[src/design/warp_pkg.sv]
`default_nettype none

package warp_pkg;

	// core geometry
	localparam int NUM_WARPS    = 4;
	localparam int NUM_THREADS  = 4;
	localparam int NUM_BARRIERS = 2;

	// request buffer depth, also the sender's starting credits
	localparam int REQ_CREDITS  = 2;

	typedef logic [$clog2(NUM_WARPS)-1:0]    warp_id_t;
	typedef logic [NUM_WARPS-1:0]            warp_mask_t;
	typedef logic [NUM_THREADS-1:0]          thread_mask_t;

	// 0 .. NUM_WARPS inclusive
	typedef logic [$clog2(NUM_WARPS):0]      warp_cnt_t;

	typedef logic [31:0]                     word_t;
	typedef logic [31:0]                     pc_t;

	// lane t sits at bits [t*32 +: 32]
	typedef logic [NUM_THREADS*32-1:0]       lane_data_t;

	typedef logic [$clog2(NUM_BARRIERS)-1:0] barrier_id_t;
	typedef logic [2:0]                      opcode_t;

	// control opcodes
	localparam opcode_t OP_TMC    = 3'd0;
	localparam opcode_t OP_WSPAWN = 3'd1;
	localparam opcode_t OP_SPLIT  = 3'd2;
	localparam opcode_t OP_JOIN   = 3'd3;
	localparam opcode_t OP_BAR    = 3'd4;

endpackage

`default_nettype wire

[src/design/gpgpu_inst.sv]
`timescale 1ns/1ps
`default_nettype none

module gpgpu_inst (
	input  warp_pkg::opcode_t      op,
	input  warp_pkg::thread_mask_t valids,
	input  warp_pkg::lane_data_t   rs1,
	input  warp_pkg::word_t        rs2,
	input  warp_pkg::pc_t          pc_next,

	output logic                   do_tmc,
	output warp_pkg::thread_mask_t tmc_mask,
	output logic                   ebreak_req,

	output logic                   do_wspawn,
	output warp_pkg::warp_mask_t   spawn_mask,
	output warp_pkg::pc_t          spawn_pc,

	output logic                   do_split,
	output logic                   dont_split,
	output warp_pkg::thread_mask_t split_use_mask,
	output warp_pkg::thread_mask_t split_later_mask,
	output warp_pkg::pc_t          split_pc,

	output logic                   do_join,
	output logic                   do_bar,
	output warp_pkg::barrier_id_t  bar_id
);
	import warp_pkg::*;

	logic                         valid_inst;
	word_t                        n_arg;
	thread_mask_t                 new_tmask;
	warp_mask_t                   new_active;
	thread_mask_t                 cond_true;
	thread_mask_t                 use_mask;
	thread_mask_t                 later_mask;
	logic [$clog2(NUM_THREADS):0] num_valids;

	// nothing happens without at least one live thread
	assign valid_inst = |valids;
	assign n_arg      = rs1[31:0];

	// low n bits; n past the width naturally fills every bit
	always_comb begin
		for (int t = 0; t < NUM_THREADS; t++) begin
			new_tmask[t] = t < n_arg;
		end
		for (int w = 0; w < NUM_WARPS; w++) begin
			new_active[w] = w < n_arg;
		end
	end

	// per-lane branch condition and valid count
	always_comb begin
		num_valids = '0;
		for (int t = 0; t < NUM_THREADS; t++) begin
			cond_true[t] = rs1[t*32 +: 32] == 32'd1;
			num_valids   = num_valids + {{$clog2(NUM_THREADS){1'b0}}, valids[t]};
		end
	end

	assign use_mask   = valids & cond_true;
	assign later_mask = valids & ~cond_true;

	assign do_tmc     = (op == OP_TMC) && valid_inst;
	assign tmc_mask   = do_tmc ? new_tmask : '0;
	assign ebreak_req = do_tmc && (tmc_mask == '0);

	assign do_wspawn  = (op == OP_WSPAWN) && valid_inst;
	assign spawn_mask = do_wspawn ? new_active : '0;
	assign spawn_pc   = do_wspawn ? rs2 : '0;

	// a single live thread cannot diverge
	assign do_split         = (op == OP_SPLIT) && (num_valids > 1);
	assign dont_split       = do_split && ((use_mask == '0) || (later_mask == '0));
	assign split_use_mask   = do_split ? use_mask : '0;
	assign split_later_mask = do_split ? later_mask : '0;
	assign split_pc         = do_split ? pc_next : '0;

	assign do_join = (op == OP_JOIN) && valid_inst;
	assign do_bar  = (op == OP_BAR) && valid_inst;
	assign bar_id  = do_bar ? rs1[$bits(barrier_id_t)-1:0] : '0;

endmodule

`default_nettype wire

[src/design/warp_ctl_fsm.sv]
`timescale 1ns/1ps
`default_nettype none

module warp_ctl_fsm (
	input  logic                   clk,
	input  logic                   rst_n,

	input  logic                   req_valid,
	input  warp_pkg::opcode_t      req_op,
	input  warp_pkg::warp_id_t     req_warp,
	input  warp_pkg::thread_mask_t req_valids,
	input  warp_pkg::lane_data_t   req_rs1,
	input  warp_pkg::word_t        req_rs2,
	input  warp_pkg::pc_t          req_pc_next,

	input  logic                   do_tmc,
	input  logic                   ebreak_req,
	input  logic                   do_wspawn,
	input  warp_pkg::warp_mask_t   spawn_mask,
	input  logic                   do_split,
	input  logic                   do_join,
	input  logic                   do_bar,
	input  warp_pkg::warp_id_t     spawn_idx,
	input  logic                   spawn_last,

	output logic                   credit_return,
	output logic                   ebreak,
	output warp_pkg::opcode_t      head_op,
	output warp_pkg::thread_mask_t head_valids,
	output warp_pkg::lane_data_t   head_rs1,
	output warp_pkg::word_t        head_rs2,
	output warp_pkg::pc_t          head_pc_next,
	output warp_pkg::warp_id_t     head_warp,
	output logic                   wr_tmask,
	output logic                   wr_active,
	output logic                   wr_pc,
	output logic                   push_split,
	output logic                   pop_join,
	output logic                   bar_arrive,
	output logic                   spawn_start
);
	import warp_pkg::*;

	localparam int PTR_W = $clog2(REQ_CREDITS);

	typedef enum logic {IDLE, SPAWN} seq_state_t;

	seq_state_t       state;
	seq_state_t       next_state;
	logic [PTR_W-1:0] wr_ptr;
	logic [PTR_W-1:0] rd_ptr;
	logic [PTR_W:0]   count;

	opcode_t      fifo_op     [REQ_CREDITS];
	warp_id_t     fifo_warp   [REQ_CREDITS];
	thread_mask_t fifo_valids [REQ_CREDITS];
	lane_data_t   fifo_rs1    [REQ_CREDITS];
	word_t        fifo_rs2    [REQ_CREDITS];
	pc_t          fifo_pc     [REQ_CREDITS];

	// head of buffer goes out to the decoder
	assign head_op      = fifo_op[rd_ptr];
	assign head_warp    = fifo_warp[rd_ptr];
	assign head_valids  = fifo_valids[rd_ptr];
	assign head_rs1     = fifo_rs1[rd_ptr];
	assign head_rs2     = fifo_rs2[rd_ptr];
	assign head_pc_next = fifo_pc[rd_ptr];

	// credits guarantee a free slot on every push
	always_ff @(posedge clk) begin
		if (req_valid) begin
			fifo_op[wr_ptr]     <= req_op;
			fifo_warp[wr_ptr]   <= req_warp;
			fifo_valids[wr_ptr] <= req_valids;
			fifo_rs1[wr_ptr]    <= req_rs1;
			fifo_rs2[wr_ptr]    <= req_rs2;
			fifo_pc[wr_ptr]     <= req_pc_next;
		end
	end

	always_comb begin
		next_state    = state;
		credit_return = 1'b0;
		ebreak        = 1'b0;
		wr_tmask      = 1'b0;
		wr_active     = 1'b0;
		wr_pc         = 1'b0;
		push_split    = 1'b0;
		pop_join      = 1'b0;
		bar_arrive    = 1'b0;
		spawn_start   = 1'b0;
		if (state == IDLE) begin
			if (count != '0) begin
				if (do_wspawn) begin
					// head stays put until the walk finishes
					spawn_start = 1'b1;
					next_state  = SPAWN;
				end else begin
					credit_return = 1'b1;
					wr_tmask      = do_tmc;
					ebreak        = ebreak_req;
					push_split    = do_split;
					pop_join      = do_join;
					bar_arrive    = do_bar;
				end
			end
		end else begin
			wr_pc = spawn_mask[spawn_idx];
			if (spawn_last) begin
				credit_return = 1'b1;
				wr_active     = 1'b1;
				next_state    = IDLE;
			end
		end
	end

	always_ff @(posedge clk) begin
		if (!rst_n) begin
			state  <= IDLE;
			wr_ptr <= '0;
			rd_ptr <= '0;
			count  <= '0;
		end else begin
			state <= next_state;
			if (req_valid) begin
				wr_ptr <= (wr_ptr == PTR_W'(REQ_CREDITS - 1)) ? '0 : wr_ptr + 1'b1;
			end
			if (credit_return) begin
				rd_ptr <= (rd_ptr == PTR_W'(REQ_CREDITS - 1)) ? '0 : rd_ptr + 1'b1;
			end
			count <= count + {{PTR_W{1'b0}}, req_valid} - {{PTR_W{1'b0}}, credit_return};
		end
	end

endmodule

`default_nettype wire

[src/design/spawn_counter.sv]
`timescale 1ns/1ps
`default_nettype none

module spawn_counter (
	input  logic               clk,
	input  logic               rst_n,
	input  logic               spawn_start,
	output warp_pkg::warp_id_t spawn_idx,
	output logic               spawn_last
);
	import warp_pkg::*;

	logic running;

	assign spawn_last = running && (spawn_idx == warp_id_t'(NUM_WARPS - 1));

	// one warp index per cycle, idle again after the last one
	always_ff @(posedge clk) begin
		if (!rst_n) begin
			running   <= 1'b0;
			spawn_idx <= '0;
		end else if (spawn_start) begin
			running   <= 1'b1;
			spawn_idx <= '0;
		end else if (running) begin
			if (spawn_last) begin
				running <= 1'b0;
			end else begin
				spawn_idx <= spawn_idx + 1'b1;
			end
		end
	end

endmodule

`default_nettype wire

[src/design/warp_state_regs.sv]
`timescale 1ns/1ps
`default_nettype none

module warp_state_regs (
	input  logic                   clk,
	input  logic                   rst_n,
	input  warp_pkg::warp_id_t     head_warp,
	input  logic                   wr_tmask,
	input  warp_pkg::thread_mask_t tmc_mask,
	input  logic                   wr_active,
	input  warp_pkg::warp_mask_t   spawn_mask,
	input  warp_pkg::warp_id_t     spawn_idx,
	input  logic                   wr_pc,
	input  warp_pkg::pc_t          spawn_pc,
	input  logic                   push_split,
	input  logic                   dont_split,
	input  warp_pkg::thread_mask_t split_use_mask,
	input  warp_pkg::thread_mask_t split_later_mask,
	input  warp_pkg::pc_t          split_pc,
	input  logic                   pop_join,
	input  warp_pkg::warp_mask_t   release_mask,
	input  logic                   bar_arrive,
	input  warp_pkg::warp_id_t     query_warp,
	output warp_pkg::warp_mask_t   warp_active,
	output warp_pkg::thread_mask_t query_tmask,
	output warp_pkg::pc_t          query_pc
);
	import warp_pkg::*;

	thread_mask_t tmask      [NUM_WARPS];
	pc_t          pc         [NUM_WARPS];
	thread_mask_t slot_later [NUM_WARPS];
	thread_mask_t slot_orig  [NUM_WARPS];
	pc_t          slot_pc    [NUM_WARPS];
	warp_mask_t   slot_full;
	warp_mask_t   slot_second;
	warp_mask_t   parked;
	warp_mask_t   arrive_bit;
	logic         head_free;
	logic         do_push;

	// a warp parked at a barrier holds its masks until released
	assign head_free  = !parked[head_warp];
	assign arrive_bit = bar_arrive ? (warp_mask_t'(1) << head_warp) : '0;
	assign do_push    = push_split && !dont_split && head_free;

	assign query_tmask = tmask[query_warp];
	assign query_pc    = pc[query_warp];

	always_ff @(posedge clk) begin
		if (do_push) begin
			slot_later[head_warp] <= split_later_mask;
			slot_orig[head_warp]  <= tmask[head_warp];
			slot_pc[head_warp]    <= split_pc;
		end
	end

	always_ff @(posedge clk) begin
		if (!rst_n) begin
			for (int w = 0; w < NUM_WARPS; w++) begin
				tmask[w] <= (w == 0) ? thread_mask_t'(1) : '0;
				pc[w]    <= '0;
			end
			warp_active <= warp_mask_t'(1);
			slot_full   <= '0;
			slot_second <= '0;
			parked      <= '0;
		end else begin
			if (wr_tmask && head_free) begin
				tmask[head_warp] <= tmc_mask;
				// empty mask retires the warp
				if (tmc_mask == '0) begin
					warp_active[head_warp] <= 1'b0;
				end
			end
			if (do_push) begin
				tmask[head_warp]       <= split_use_mask;
				slot_full[head_warp]   <= 1'b1;
				slot_second[head_warp] <= 1'b0;
			end
			if (pop_join && head_free && slot_full[head_warp]) begin
				if (!slot_second[head_warp]) begin
					tmask[head_warp]       <= slot_later[head_warp];
					pc[head_warp]          <= slot_pc[head_warp];
					slot_second[head_warp] <= 1'b1;
				end else begin
					tmask[head_warp]       <= slot_orig[head_warp];
					slot_full[head_warp]   <= 1'b0;
					slot_second[head_warp] <= 1'b0;
				end
			end
			// spawned warps start with a single thread
			if (wr_pc) begin
				pc[spawn_idx]    <= spawn_pc;
				tmask[spawn_idx] <= thread_mask_t'(1);
			end
			if (wr_active) begin
				warp_active <= spawn_mask;
			end
			parked <= (parked | arrive_bit) & ~release_mask;
		end
	end

endmodule

`default_nettype wire

[src/design/barrier_table.sv]
`timescale 1ns/1ps
`default_nettype none

module barrier_table (
	input  logic                  clk,
	input  logic                  rst_n,
	input  logic                  bar_arrive,
	input  warp_pkg::barrier_id_t bar_id,
	input  warp_pkg::warp_id_t    bar_warp,
	input  warp_pkg::warp_cnt_t   num_active,
	output warp_pkg::warp_mask_t  stalled_mask,
	output warp_pkg::warp_mask_t  release_mask
);
	import warp_pkg::*;

	warp_cnt_t   arrive_cnt [NUM_BARRIERS];
	barrier_id_t warp_bar   [NUM_WARPS];
	warp_cnt_t   next_cnt;
	warp_mask_t  arrive_bit;
	logic        bar_done;

	assign next_cnt   = arrive_cnt[bar_id] + warp_cnt_t'(1);
	assign bar_done   = bar_arrive && (next_cnt >= num_active);
	assign arrive_bit = bar_arrive ? (warp_mask_t'(1) << bar_warp) : '0;

	// last arrival frees every warp waiting on the same id, itself included
	always_comb begin
		release_mask = '0;
		if (bar_done) begin
			for (int w = 0; w < NUM_WARPS; w++) begin
				release_mask[w] = stalled_mask[w] && (warp_bar[w] == bar_id);
			end
			release_mask[bar_warp] = 1'b1;
		end
	end

	always_ff @(posedge clk) begin
		if (bar_arrive) begin
			warp_bar[bar_warp] <= bar_id;
		end
	end

	always_ff @(posedge clk) begin
		if (!rst_n) begin
			for (int b = 0; b < NUM_BARRIERS; b++) begin
				arrive_cnt[b] <= '0;
			end
			stalled_mask <= '0;
		end else begin
			if (bar_arrive) begin
				arrive_cnt[bar_id] <= bar_done ? '0 : next_cnt;
			end
			stalled_mask <= (stalled_mask | arrive_bit) & ~release_mask;
		end
	end

endmodule

`default_nettype wire

[src/design/warp_ctl_top.sv]
`timescale 1ns/1ps
`default_nettype none

module warp_ctl_top (
	input  logic                   clk,
	input  logic                   rst_n,
	input  logic                   req_valid,
	input  warp_pkg::opcode_t      req_op,
	input  warp_pkg::warp_id_t     req_warp,
	input  warp_pkg::thread_mask_t req_valids,
	input  warp_pkg::lane_data_t   req_rs1,
	input  warp_pkg::word_t        req_rs2,
	input  warp_pkg::pc_t          req_pc_next,
	output logic                   credit_return,
	output warp_pkg::warp_mask_t   warp_active,
	output warp_pkg::warp_mask_t   warp_stalled,
	output logic                   ebreak,
	input  warp_pkg::warp_id_t     query_warp,
	output warp_pkg::thread_mask_t query_tmask,
	output warp_pkg::pc_t          query_pc
);
	import warp_pkg::*;

	// buffered head
	opcode_t      head_op;
	thread_mask_t head_valids;
	lane_data_t   head_rs1;
	word_t        head_rs2;
	pc_t          head_pc_next;
	warp_id_t     head_warp;

	// decoded fields
	logic         do_tmc, ebreak_req, do_wspawn, do_split, dont_split, do_join, do_bar;
	thread_mask_t tmc_mask, split_use_mask, split_later_mask;
	warp_mask_t   spawn_mask;
	pc_t          spawn_pc, split_pc;
	barrier_id_t  bar_id;

	// strobes and feedback
	logic         wr_tmask, wr_active, wr_pc, push_split, pop_join, bar_arrive;
	logic         spawn_start, spawn_last;
	warp_id_t     spawn_idx;
	warp_mask_t   release_mask;
	warp_cnt_t    num_active;

	assign num_active = warp_cnt_t'($countones(warp_active));

	gpgpu_inst u_inst (
		.op(head_op), .valids(head_valids), .rs1(head_rs1), .rs2(head_rs2),
		.pc_next(head_pc_next), .do_tmc(do_tmc), .tmc_mask(tmc_mask),
		.ebreak_req(ebreak_req), .do_wspawn(do_wspawn), .spawn_mask(spawn_mask),
		.spawn_pc(spawn_pc), .do_split(do_split), .dont_split(dont_split),
		.split_use_mask(split_use_mask), .split_later_mask(split_later_mask),
		.split_pc(split_pc), .do_join(do_join), .do_bar(do_bar), .bar_id(bar_id)
	);

	warp_ctl_fsm u_fsm (
		.clk(clk), .rst_n(rst_n), .req_valid(req_valid), .req_op(req_op),
		.req_warp(req_warp), .req_valids(req_valids), .req_rs1(req_rs1),
		.req_rs2(req_rs2), .req_pc_next(req_pc_next), .do_tmc(do_tmc),
		.ebreak_req(ebreak_req), .do_wspawn(do_wspawn), .spawn_mask(spawn_mask),
		.do_split(do_split), .do_join(do_join), .do_bar(do_bar),
		.spawn_idx(spawn_idx), .spawn_last(spawn_last), .credit_return(credit_return),
		.ebreak(ebreak), .head_op(head_op), .head_valids(head_valids),
		.head_rs1(head_rs1), .head_rs2(head_rs2), .head_pc_next(head_pc_next),
		.head_warp(head_warp), .wr_tmask(wr_tmask), .wr_active(wr_active),
		.wr_pc(wr_pc), .push_split(push_split), .pop_join(pop_join),
		.bar_arrive(bar_arrive), .spawn_start(spawn_start)
	);

	spawn_counter u_spawn (
		.clk(clk), .rst_n(rst_n), .spawn_start(spawn_start),
		.spawn_idx(spawn_idx), .spawn_last(spawn_last)
	);

	warp_state_regs u_state (
		.clk(clk), .rst_n(rst_n), .head_warp(head_warp), .wr_tmask(wr_tmask),
		.tmc_mask(tmc_mask), .wr_active(wr_active), .spawn_mask(spawn_mask),
		.spawn_idx(spawn_idx), .wr_pc(wr_pc), .spawn_pc(spawn_pc),
		.push_split(push_split), .dont_split(dont_split),
		.split_use_mask(split_use_mask), .split_later_mask(split_later_mask),
		.split_pc(split_pc), .pop_join(pop_join), .release_mask(release_mask),
		.bar_arrive(bar_arrive), .query_warp(query_warp), .warp_active(warp_active),
		.query_tmask(query_tmask), .query_pc(query_pc)
	);

	barrier_table u_bar (
		.clk(clk), .rst_n(rst_n), .bar_arrive(bar_arrive), .bar_id(bar_id),
		.bar_warp(head_warp), .num_active(num_active),
		.stalled_mask(warp_stalled), .release_mask(release_mask)
	);

endmodule

`default_nettype wire

[config.mk]
export PLATFORM = sky130hd
export DESIGN_NAME = warp_ctl_top
export DESIGN_NICKNAME = d
export VERILOG_FILES = /design/src/design/warp_pkg.sv /design/src/design/gpgpu_inst.sv /design/src/design/warp_ctl_fsm.sv /design/src/design/spawn_counter.sv /design/src/design/warp_state_regs.sv /design/src/design/barrier_table.sv /design/src/design/warp_ctl_top.sv
export SDC_FILE = /design/constraint.sdc
export NUM_CORES = 1
export LEC_CHECK = 0
export ABC_AREA = 1
export BUFFER_PORTS_ARGS = -buffer_cell sky130_fd_sc_hd__clkbuf_2
export CAP_MARGIN = 20
export CORE_AREA = 8 8 272 274
export DETAILED_ROUTE_END_ITERATION = 12
export DIE_AREA = 0 0 280 282
export GPL_TIMING_DRIVEN = 0
export PLACE_DENSITY = 0.73
export SETUP_SLACK_MARGIN = 0.5
export SLEW_MARGIN = 10
export SYNTH_ARGS = -nofsm -noshare
export SYNTH_HDL_FRONTEND = slang
export SYNTH_HIERARCHICAL = 1
export SYNTH_SLANG_ARGS = --single-unit
[constraint.sdc]
create_clock -name clk -period 23 [get_ports clk]
set_input_delay 0 -clock clk [delete_from_list [all_inputs] [get_ports clk]]
set_output_delay 0 -clock clk [all_outputs]
set_load 0.02 [all_outputs]
==> results.json, run 1 <==
{
  "die_h_um": 282,
  "path_class": "flip-flop to flip-flop",
  "power_density_mw_per_mm2": 92.6,
  "async_reset_ff_frac": 0,
  "drive_gt1_frac": 0.228,
  "fin_setup_tns_ns": 0,
  "cp-start-kind": "flip-flop",
  "cts.path.max_buffers": 3,
  "syn2layout_area_growth_pct": 24.4,
  "synth_top_family_by_area": "simple AND/OR/NAND/NOR gates",
  "num_vias": 20726,
  "worstPathCellList": "buf_6, buf_6, mux2_2, inv_1, ha_1, nand3_1, inv_1, nor4_4, inv_2, nor2_1, nor2_1, nor2_1, o21ai_0, a21oi_1, nand2_1, nor3_1, clkinv_1, clkbuf_1, nand2_2, buf_12",
  "antenna_found_initial": 18,
  "period_needed_ns": 5.15,
  "grt_pass1_vias": 21554,
  "drtIter0Drc": 1951,
  "p_comb_frac": 0.206,
  "yosys_warnings": 6,
  "power_switching_share": 0.269,
  "cts_sinks": 745,
  "synthSimpleGateAreaFrac": 0.0848,
  "cts_max_level": 3,
  "portBuffers": 249,
  "clkPwrFrac": 0.351,
  "rsz0062_at_grt": "no",
  "initial_utilization": 0.446,
  "synth-seq-cells": 745,
  "clk_pin_slew_ns": 0.06,
  "p_seq_frac": 0.443,
  "rows": 97,
  "num-nets-final": 3098,
  "syn_avg_cell_area_um2": 13.3,
  "peakVddDrop_mv": 0.0685,
  "dp_cells": 3538,
  "grt_max_degree": 118,
  "fin_skew_ns": 0.0271,
  "power_switching_mw": 0.961,
  "total_power_mw": 3.58,
  "synth-seq-area-share": 0.706,
  "stdcell_count": 3898,
  "final-setup-viol-count": 0,
  "ios": 252,
  "crit_top_cell": "nor2_1",
  "netlist_instances": 2327,
  "wire_per_inst_um": 20.3,
  "p_leak_nw": 14.1,
  "drv_cap": 0,
  "synth_nets": 2544,
  "fmax_mhz": 194,
  "synth_edf_count": 700,
  "yosysUniqueCellTypes": 51,
  "worst_path_max_delay_cell": "nor3_1",
  "mostFrequentLayoutCells": "edfxtp_1, nor2_1, clkbuf_2, inv_1, nand2_1",
  "grt-ovfl-total": 0,
  "vias_per_cell": 5.32,
  "synth_fa_ha_area_frac": 0.00492,
  "max_slew_margin": 0.313,
  "grt_pass1_wl_um": 120000,
  "cts_buffers": 76,
  "critPathCapture": "u_state/pc[0][10]",
  "core_mm2": 0.0695,
  "r2r_cells": 20,
  "crit_path_max_fanout": 28,
  "drtPass1Iterations": 7,
  "required_ns": 23.31,
  "synth_compound_area_frac": 0.0815,
  "dieArea_mm2": 0.0790,
  "tightest_slew_ns": 1.03,
  "gr-usage-all-layers": 0.195,
  "synth_top_flop_cell": "edfxtp_1",
  "cts_tree": "yes",
  "dp_hpwl_um": 52700,
  "multi_input_area_mm2": 0.00764,
  "synth_mux_area_frac": 0.0729,
  "outcome": "completed",
  "fillers": 5442,
  "final_common_cell": "edfxtp_1",
  "internal_power_mw": 2.62,
  "crit_path_end_kind": "flip-flop",
  "synthXorXnorAreaFrac": 0.000564,
  "gp_congestion": 0.891,
  "drc": 0,
  "regArea_mm2": 0.0219,
  "drt-total-wl_um": 79200,
  "hold_viol": 0,
  "netlist_area_mm2": 0.0310,
  "hp-class": "input pin to flip-flop",
  "cpPeakStageDelay_ns": 0.50,
  "antenna_left": 0,
  "root_buffer": "clkbuf_16",
  "slew_violations": 0,
  "die_w_um": 280,
  "rrSetupSlack_ns": 17.85,
  "period_share": 0.224,
  "clk_latency_ns": 0.62,
  "critPathArrivalTime_ns": 5.46,
  "r2r-end": "u_state/pc[0][10]"
}
[sequential cells by signal, indices dropped and copies added, names as in the netlist, 6 cells and up, named ones only]
register,cells
u_fsm/fifo_rs1,256
u_fsm/fifo_valids,8
u_state/slot_orig,16
u_state/slot_pc,128
u_fsm/fifo_rs2,64
u_fsm/fifo_pc,64
u_state/pc,128
u_state/tmask,16
u_state/slot_later,16
u_fsm/fifo_op,6
u_bar/arrive_cnt,6
[power groups by stage]
stage	Sequential (mW)	Combinational [mW]	Clock, mW
3_3_place_gp	1.62	0.666	0
3_5_place_dp	1.61	0.696	0
6_report	1.58	0.738	1.26
4_1_cts	1.58	0.730	1.28
2_1_floorplan	1.62	0.485	0
5_1_grt	1.59	0.796	1.33
[Yosys cell counts (2+ instances only)]
master / n / share of area
edfxtp_1: 700 / 0.68
nor2_1: 333 / 0.040
inv_1: 216 / 0.026
nand2_1: 211 / 0.026
mux2_2: 201 / 0.073
o22ai_1: 135 / 0.027
o21ai_0: 126 / 0.020
clkbuf_1: 62 / 0.0075
nand3_1: 49 / 0.0079
dfxtp_1: 45 / 0.029
buf_6: 33 / 0.012
a22o_1: 31 / 0.0087
a21oi_1: 29 / 0.0047
a221oi_1: 28 / 0.0079
o211ai_1: 14 / 0.0034
nand4_1: 13 / 0.0026
ha_1: 9 / 0.0036
nor3_1: 8 / 0.0013
o22ai_2: 8 / 0.0032
a22oi_1: 7 / 0.0017
and2_1: 7 / 0.0014
buf_2: 7 / 0.0011
clkinv_1: 5 / 0.00060
inv_2: 5 / 0.00060
nand2_2: 5 / 0.0010
a221oi_2: 3 / 0.0015
buf_1: 3 / 0.00036
buf_4: 3 / 0.00073
a211oi_1: 2 / 0.00048
fa_1: 2 / 0.0013
nand3b_1: 2 / 0.00048
nor2_4: 2 / 0.00073
nor3_2: 2 / 0.00064
o21ai_1: 2 / 0.00032
o21bai_1: 2 / 0.00048
xor2_1: 2 / 0.00056
[layout make-up]
class	instances	share of cell area
flip-flops and latches	745	0.568
diodes	17	0.00110
well taps	940	0.0305
repair buffers	476	0.0969
plain buffers	108	0.0174
multi-input cells	1247	0.198
inverters	227	0.0223
clock inverters	49	0.0141
clock buffers	89	0.0522
[what timing repair did]
action | in CTS | in global routing
hold endpoints to repair | 475 | 0
resized for setup | 0 | 0
setup buffers | 0 | 0
hold buffers | 204 | 0
[stage by stage]
step,area (µm²),hold WS [ns],worst slack [ns],utilization
6_report,38600,0.120,17.85,0.555
2_1_floorplan,31000,0.0935,13.59,-
3_5_place_dp,34000,0.193,17.94,0.488
3_3_place_gp,33500,0.189,9.06,0.481
5_1_grt,38600,0.114,17.44,0.555
4_1_cts,38600,0.0688,17.90,0.555
[critical path: cells and delay by family, from the launching register on]
kind	cells	cell delay, ns
and+or+nand+nor	8	1.63
adders and majority gates	1	0.18
buffers and inverters	8	2.09
muxes	1	0.25
DFF	1	0.39
AOI/OAI and AO/OA	2	0.23
[logic make-up (layout without fill, tap and decap cells)]
family	after synthesis	after routing
flip-flops	745	745
AND/OR/NAND/NOR	640	640
AO/OA/AOI/OAI	393	393
buffers and inverters	335	949
multiplexers	201	201
adder cells (fa/ha/maj)	11	11
XOR/XNOR	2	2
other	0	17
[metal layers]
layer / GRT usage / up-vias / wire (µm)
li1: - / 9590 / -
met1: 0.233 / 10026 / 30400
met2: 0.345 / 939 / 40300
met3: 0.0358 / 165 / 5690
met4: 0.0849 / 6 / 2800
met5: 0 / - / 39
[worst min-delay path by stage]
stage                  from                      to  slack (ns)  depth (start not counted)
2_1_floorplan         rst_n          u_fsm/count[0]        0.09                          2
3_3_place_gp   req_rs1[118]  u_fsm/fifo_rs1[1][118]        0.19                          1
3_5_place_dp     req_rs2[7]    u_fsm/fifo_rs2[0][7]        0.19                          1
4_1_cts        req_rs1[112]  u_fsm/fifo_rs1[0][112]        0.07                          2
5_1_grt         req_rs2[15]   u_fsm/fifo_rs2[1][15]        0.11                          2
6_report       req_rs1[112]  u_fsm/fifo_rs1[0][112]        0.12                          2
(Power assumes the default switching activity.)
==> run 2, diff against run 1 <==
PLACE_DENSITY = 0.76   (was 0.73)
clock period = 4.6 ns   (was 23 ns; I/O delays follow)
==> run 2 against run 1 <==
Net effect: core utilization is 0.56 points higher; clock power rose to 4.9 times the previous value; first-iteration DRC count rose by 1.8%; clock skew rose by 0.0062 ns; sequential cell count did not move; fmax up 32%; largest power group unchanged.
==> results.json, run 2 (synthesis results as in run 1) <==
{
  "drtIter0Drc": 1986,
  "initial_utilization": 0.446,
  "gp_congestion": 0.900,
  "crit_path_max_fanout": 10,
  "total_power_mw": 17.9,
  "num-nets-final": 3122,
  "tightest_slew_ns": 1.08,
  "cts_buffers": 77,
  "max_slew_margin": 0.283,
  "reg_top3": "u_fsm/fifo_rs1 x256, u_state/pc x128, u_state/slot_pc x128",
  "rows": 97,
  "outcome": "completed",
  "p_leak_nw": 14.3,
  "fin_util": 0.561,
  "mostFrequentLayoutCells": "edfxtp_1, nor2_1, clkbuf_2, inv_1, dlygate4sd3_1",
  "die_h_um": 282,
  "cts.path.max_buffers": 3,
  "crit_path_end_kind": "flip-flop",
  "fin_skew_ns": 0.0334,
  "grt-ovfl-total": 0,
  "fmax_mhz": 255,
  "antenna_left": 0,
  "root_buffer": "clkbuf_16",
  "peakVddDrop_mv": 0.344,
  "vias_per_cell": 5.32,
  "dpl_worst_slack_ns": -0.327,
  "num_vias": 20851,
  "gr-usage-all-layers": 0.196,
  "path_class": "flip-flop to flip-flop",
  "antenna_found_initial": 14,
  "drive_gt1_frac": 0.245,
  "period_share": 0.851,
  "drc": 0,
  "fin_setup_tns_ns": 0,
  "setup_slack_ns": 0.685,
  "place_area_mm2": 0.0340,
  "power_density_mw_per_mm2": 460,
  "final_common_cell": "edfxtp_1",
  "drtPass1Iterations": 6,
  "rsz0062_at_grt": "yes",
  "regMostFlops": "u_fsm/fifo_rs1",
  "largest_reg_flops": 256,
  "cts_max_level": 3,
  "die_w_um": 280,
  "hold_viol": 0,
  "drv_cap": 0,
  "cts_tree": "yes",
  "cp-start-kind": "flip-flop",
  "portBuffers": 249,
  "clk_pin_slew_ns": 0.06,
  "slew_violations": 0,
  "period_needed_ns": 3.92,
  "ios": 252,
  "fin_area_mm2": 0.0390,
  "cts_sinks": 745,
  "dp_hpwl_um": 50900,
  "core_mm2": 0.0695,
  "clk_latency_ns": 0.62,
  "required_ns": 4.92,
  "final-setup-viol-count": 0,
  "syn2layout_area_growth_pct": 25.6,
  "critPathArrivalTime_ns": 4.23,
  "drt-total-wl_um": 79800,
  "hp-class": "input pin to flip-flop",
  "grt_pass1_wl_um": 120000,
  "wire_per_inst_um": 20.4,
  "grt_pass1_vias": 21421,
  "grt_max_degree": 37,
  "dieArea_mm2": 0.0790
}
==> run 2: cell count changes in the layout (fill, tap and decap cells not counted), sizes merged <==
cell    previous run  this run
clkinv            37        33
bufbuf             0         1
clkbuf           401       409
bufinv            11         8
buf               68        91
diode             17        12
nor2             336       337
==> run 2: repair_timing <==
action                     CTS  global route
pin swaps                    6             5
hold endpoints to repair   426             0
setup endpoints to repair  413           413
hold buffers               204             0
gates resized for setup     42            20
cloned                       2             0
buffers inserted            16             3
==> run 2: power by group <==
part           total [mW]  switching (mW)  internal (mW)
registers            7.92           0.107           7.81
clock network        6.20            2.57           3.63
logic                3.81            2.23           1.58
total                17.9            4.91           13.0
==> run 2: cell type report <==
class | instances | area (µm²)
Timing Repair Buffer | 498 | 3960
Multi-Input combinational cell | 1248 | 7780
Sequential cell | 745 | 21900
Buffer | 108 | 738
Inverter | 227 | 880
Clock buffer | 99 | 2090
Tap cell | 940 | 1180
Clock inverter | 42 | 424
Fill cell | 5337 | 30500
Antenna cell | 12 | 30.0
==> run 2: per-layer routing <==
layer / vias to the layer above / GRT usage / part of all wire
met5: - / 0 / 0.00029
met1: 10014 / 0.234 / 0.38
met3: 190 / 0.0366 / 0.079
li1: 9654 / - / -
met4: 4 / 0.0835 / 0.037
met2: 989 / 0.345 / 0.51
==> run 2: worst paths after layout <==
path              cells after the start  slack, ns                   start                endpoint
setup / recovery                     20       0.68               flip-flop        u_state/pc[1][9]
hold / removal                        2       0.12             req_rs1[87]   u_fsm/fifo_rs1[0][87]
setup reg to reg                     20       0.68               flip-flop        u_state/pc[1][9]
hold reg to reg                       2       0.49  u_state/slot_second[0]  u_state/slot_second[0]
==> run 2: per-stage QoR <==
step / cells / hold slack (ns)
after global placement: 3516 / 0.189
final: 3919 / 0.124
after global routing: 3917 / 0.0943
after floorplan: 2327 / 0.0935
after CTS: 3904 / 0.0763
after detailed placement: 3541 / 0.192
==> run 2: worst max-delay path: stages (launching register included) <==
cell	delay, ns
dfxtp_2	0.38
buf_8	0.20
buf_6	0.18
mux2_2	0.34
inv_1	0.08
nand4_1	0.11
nor2_1	0.13
nand4_1	0.20
nor2_4	0.19
nand2_1	0.09
nor2_2	0.14
nor2_2	0.06
nor2_1	0.10
nor2_1	0.05
o21ai_0	0.09
a21oi_1	0.10
nand2_2	0.16
inv_2	0.09
nand3_2	0.21
clkbuf_1	0.56
o22ai_1	0.15
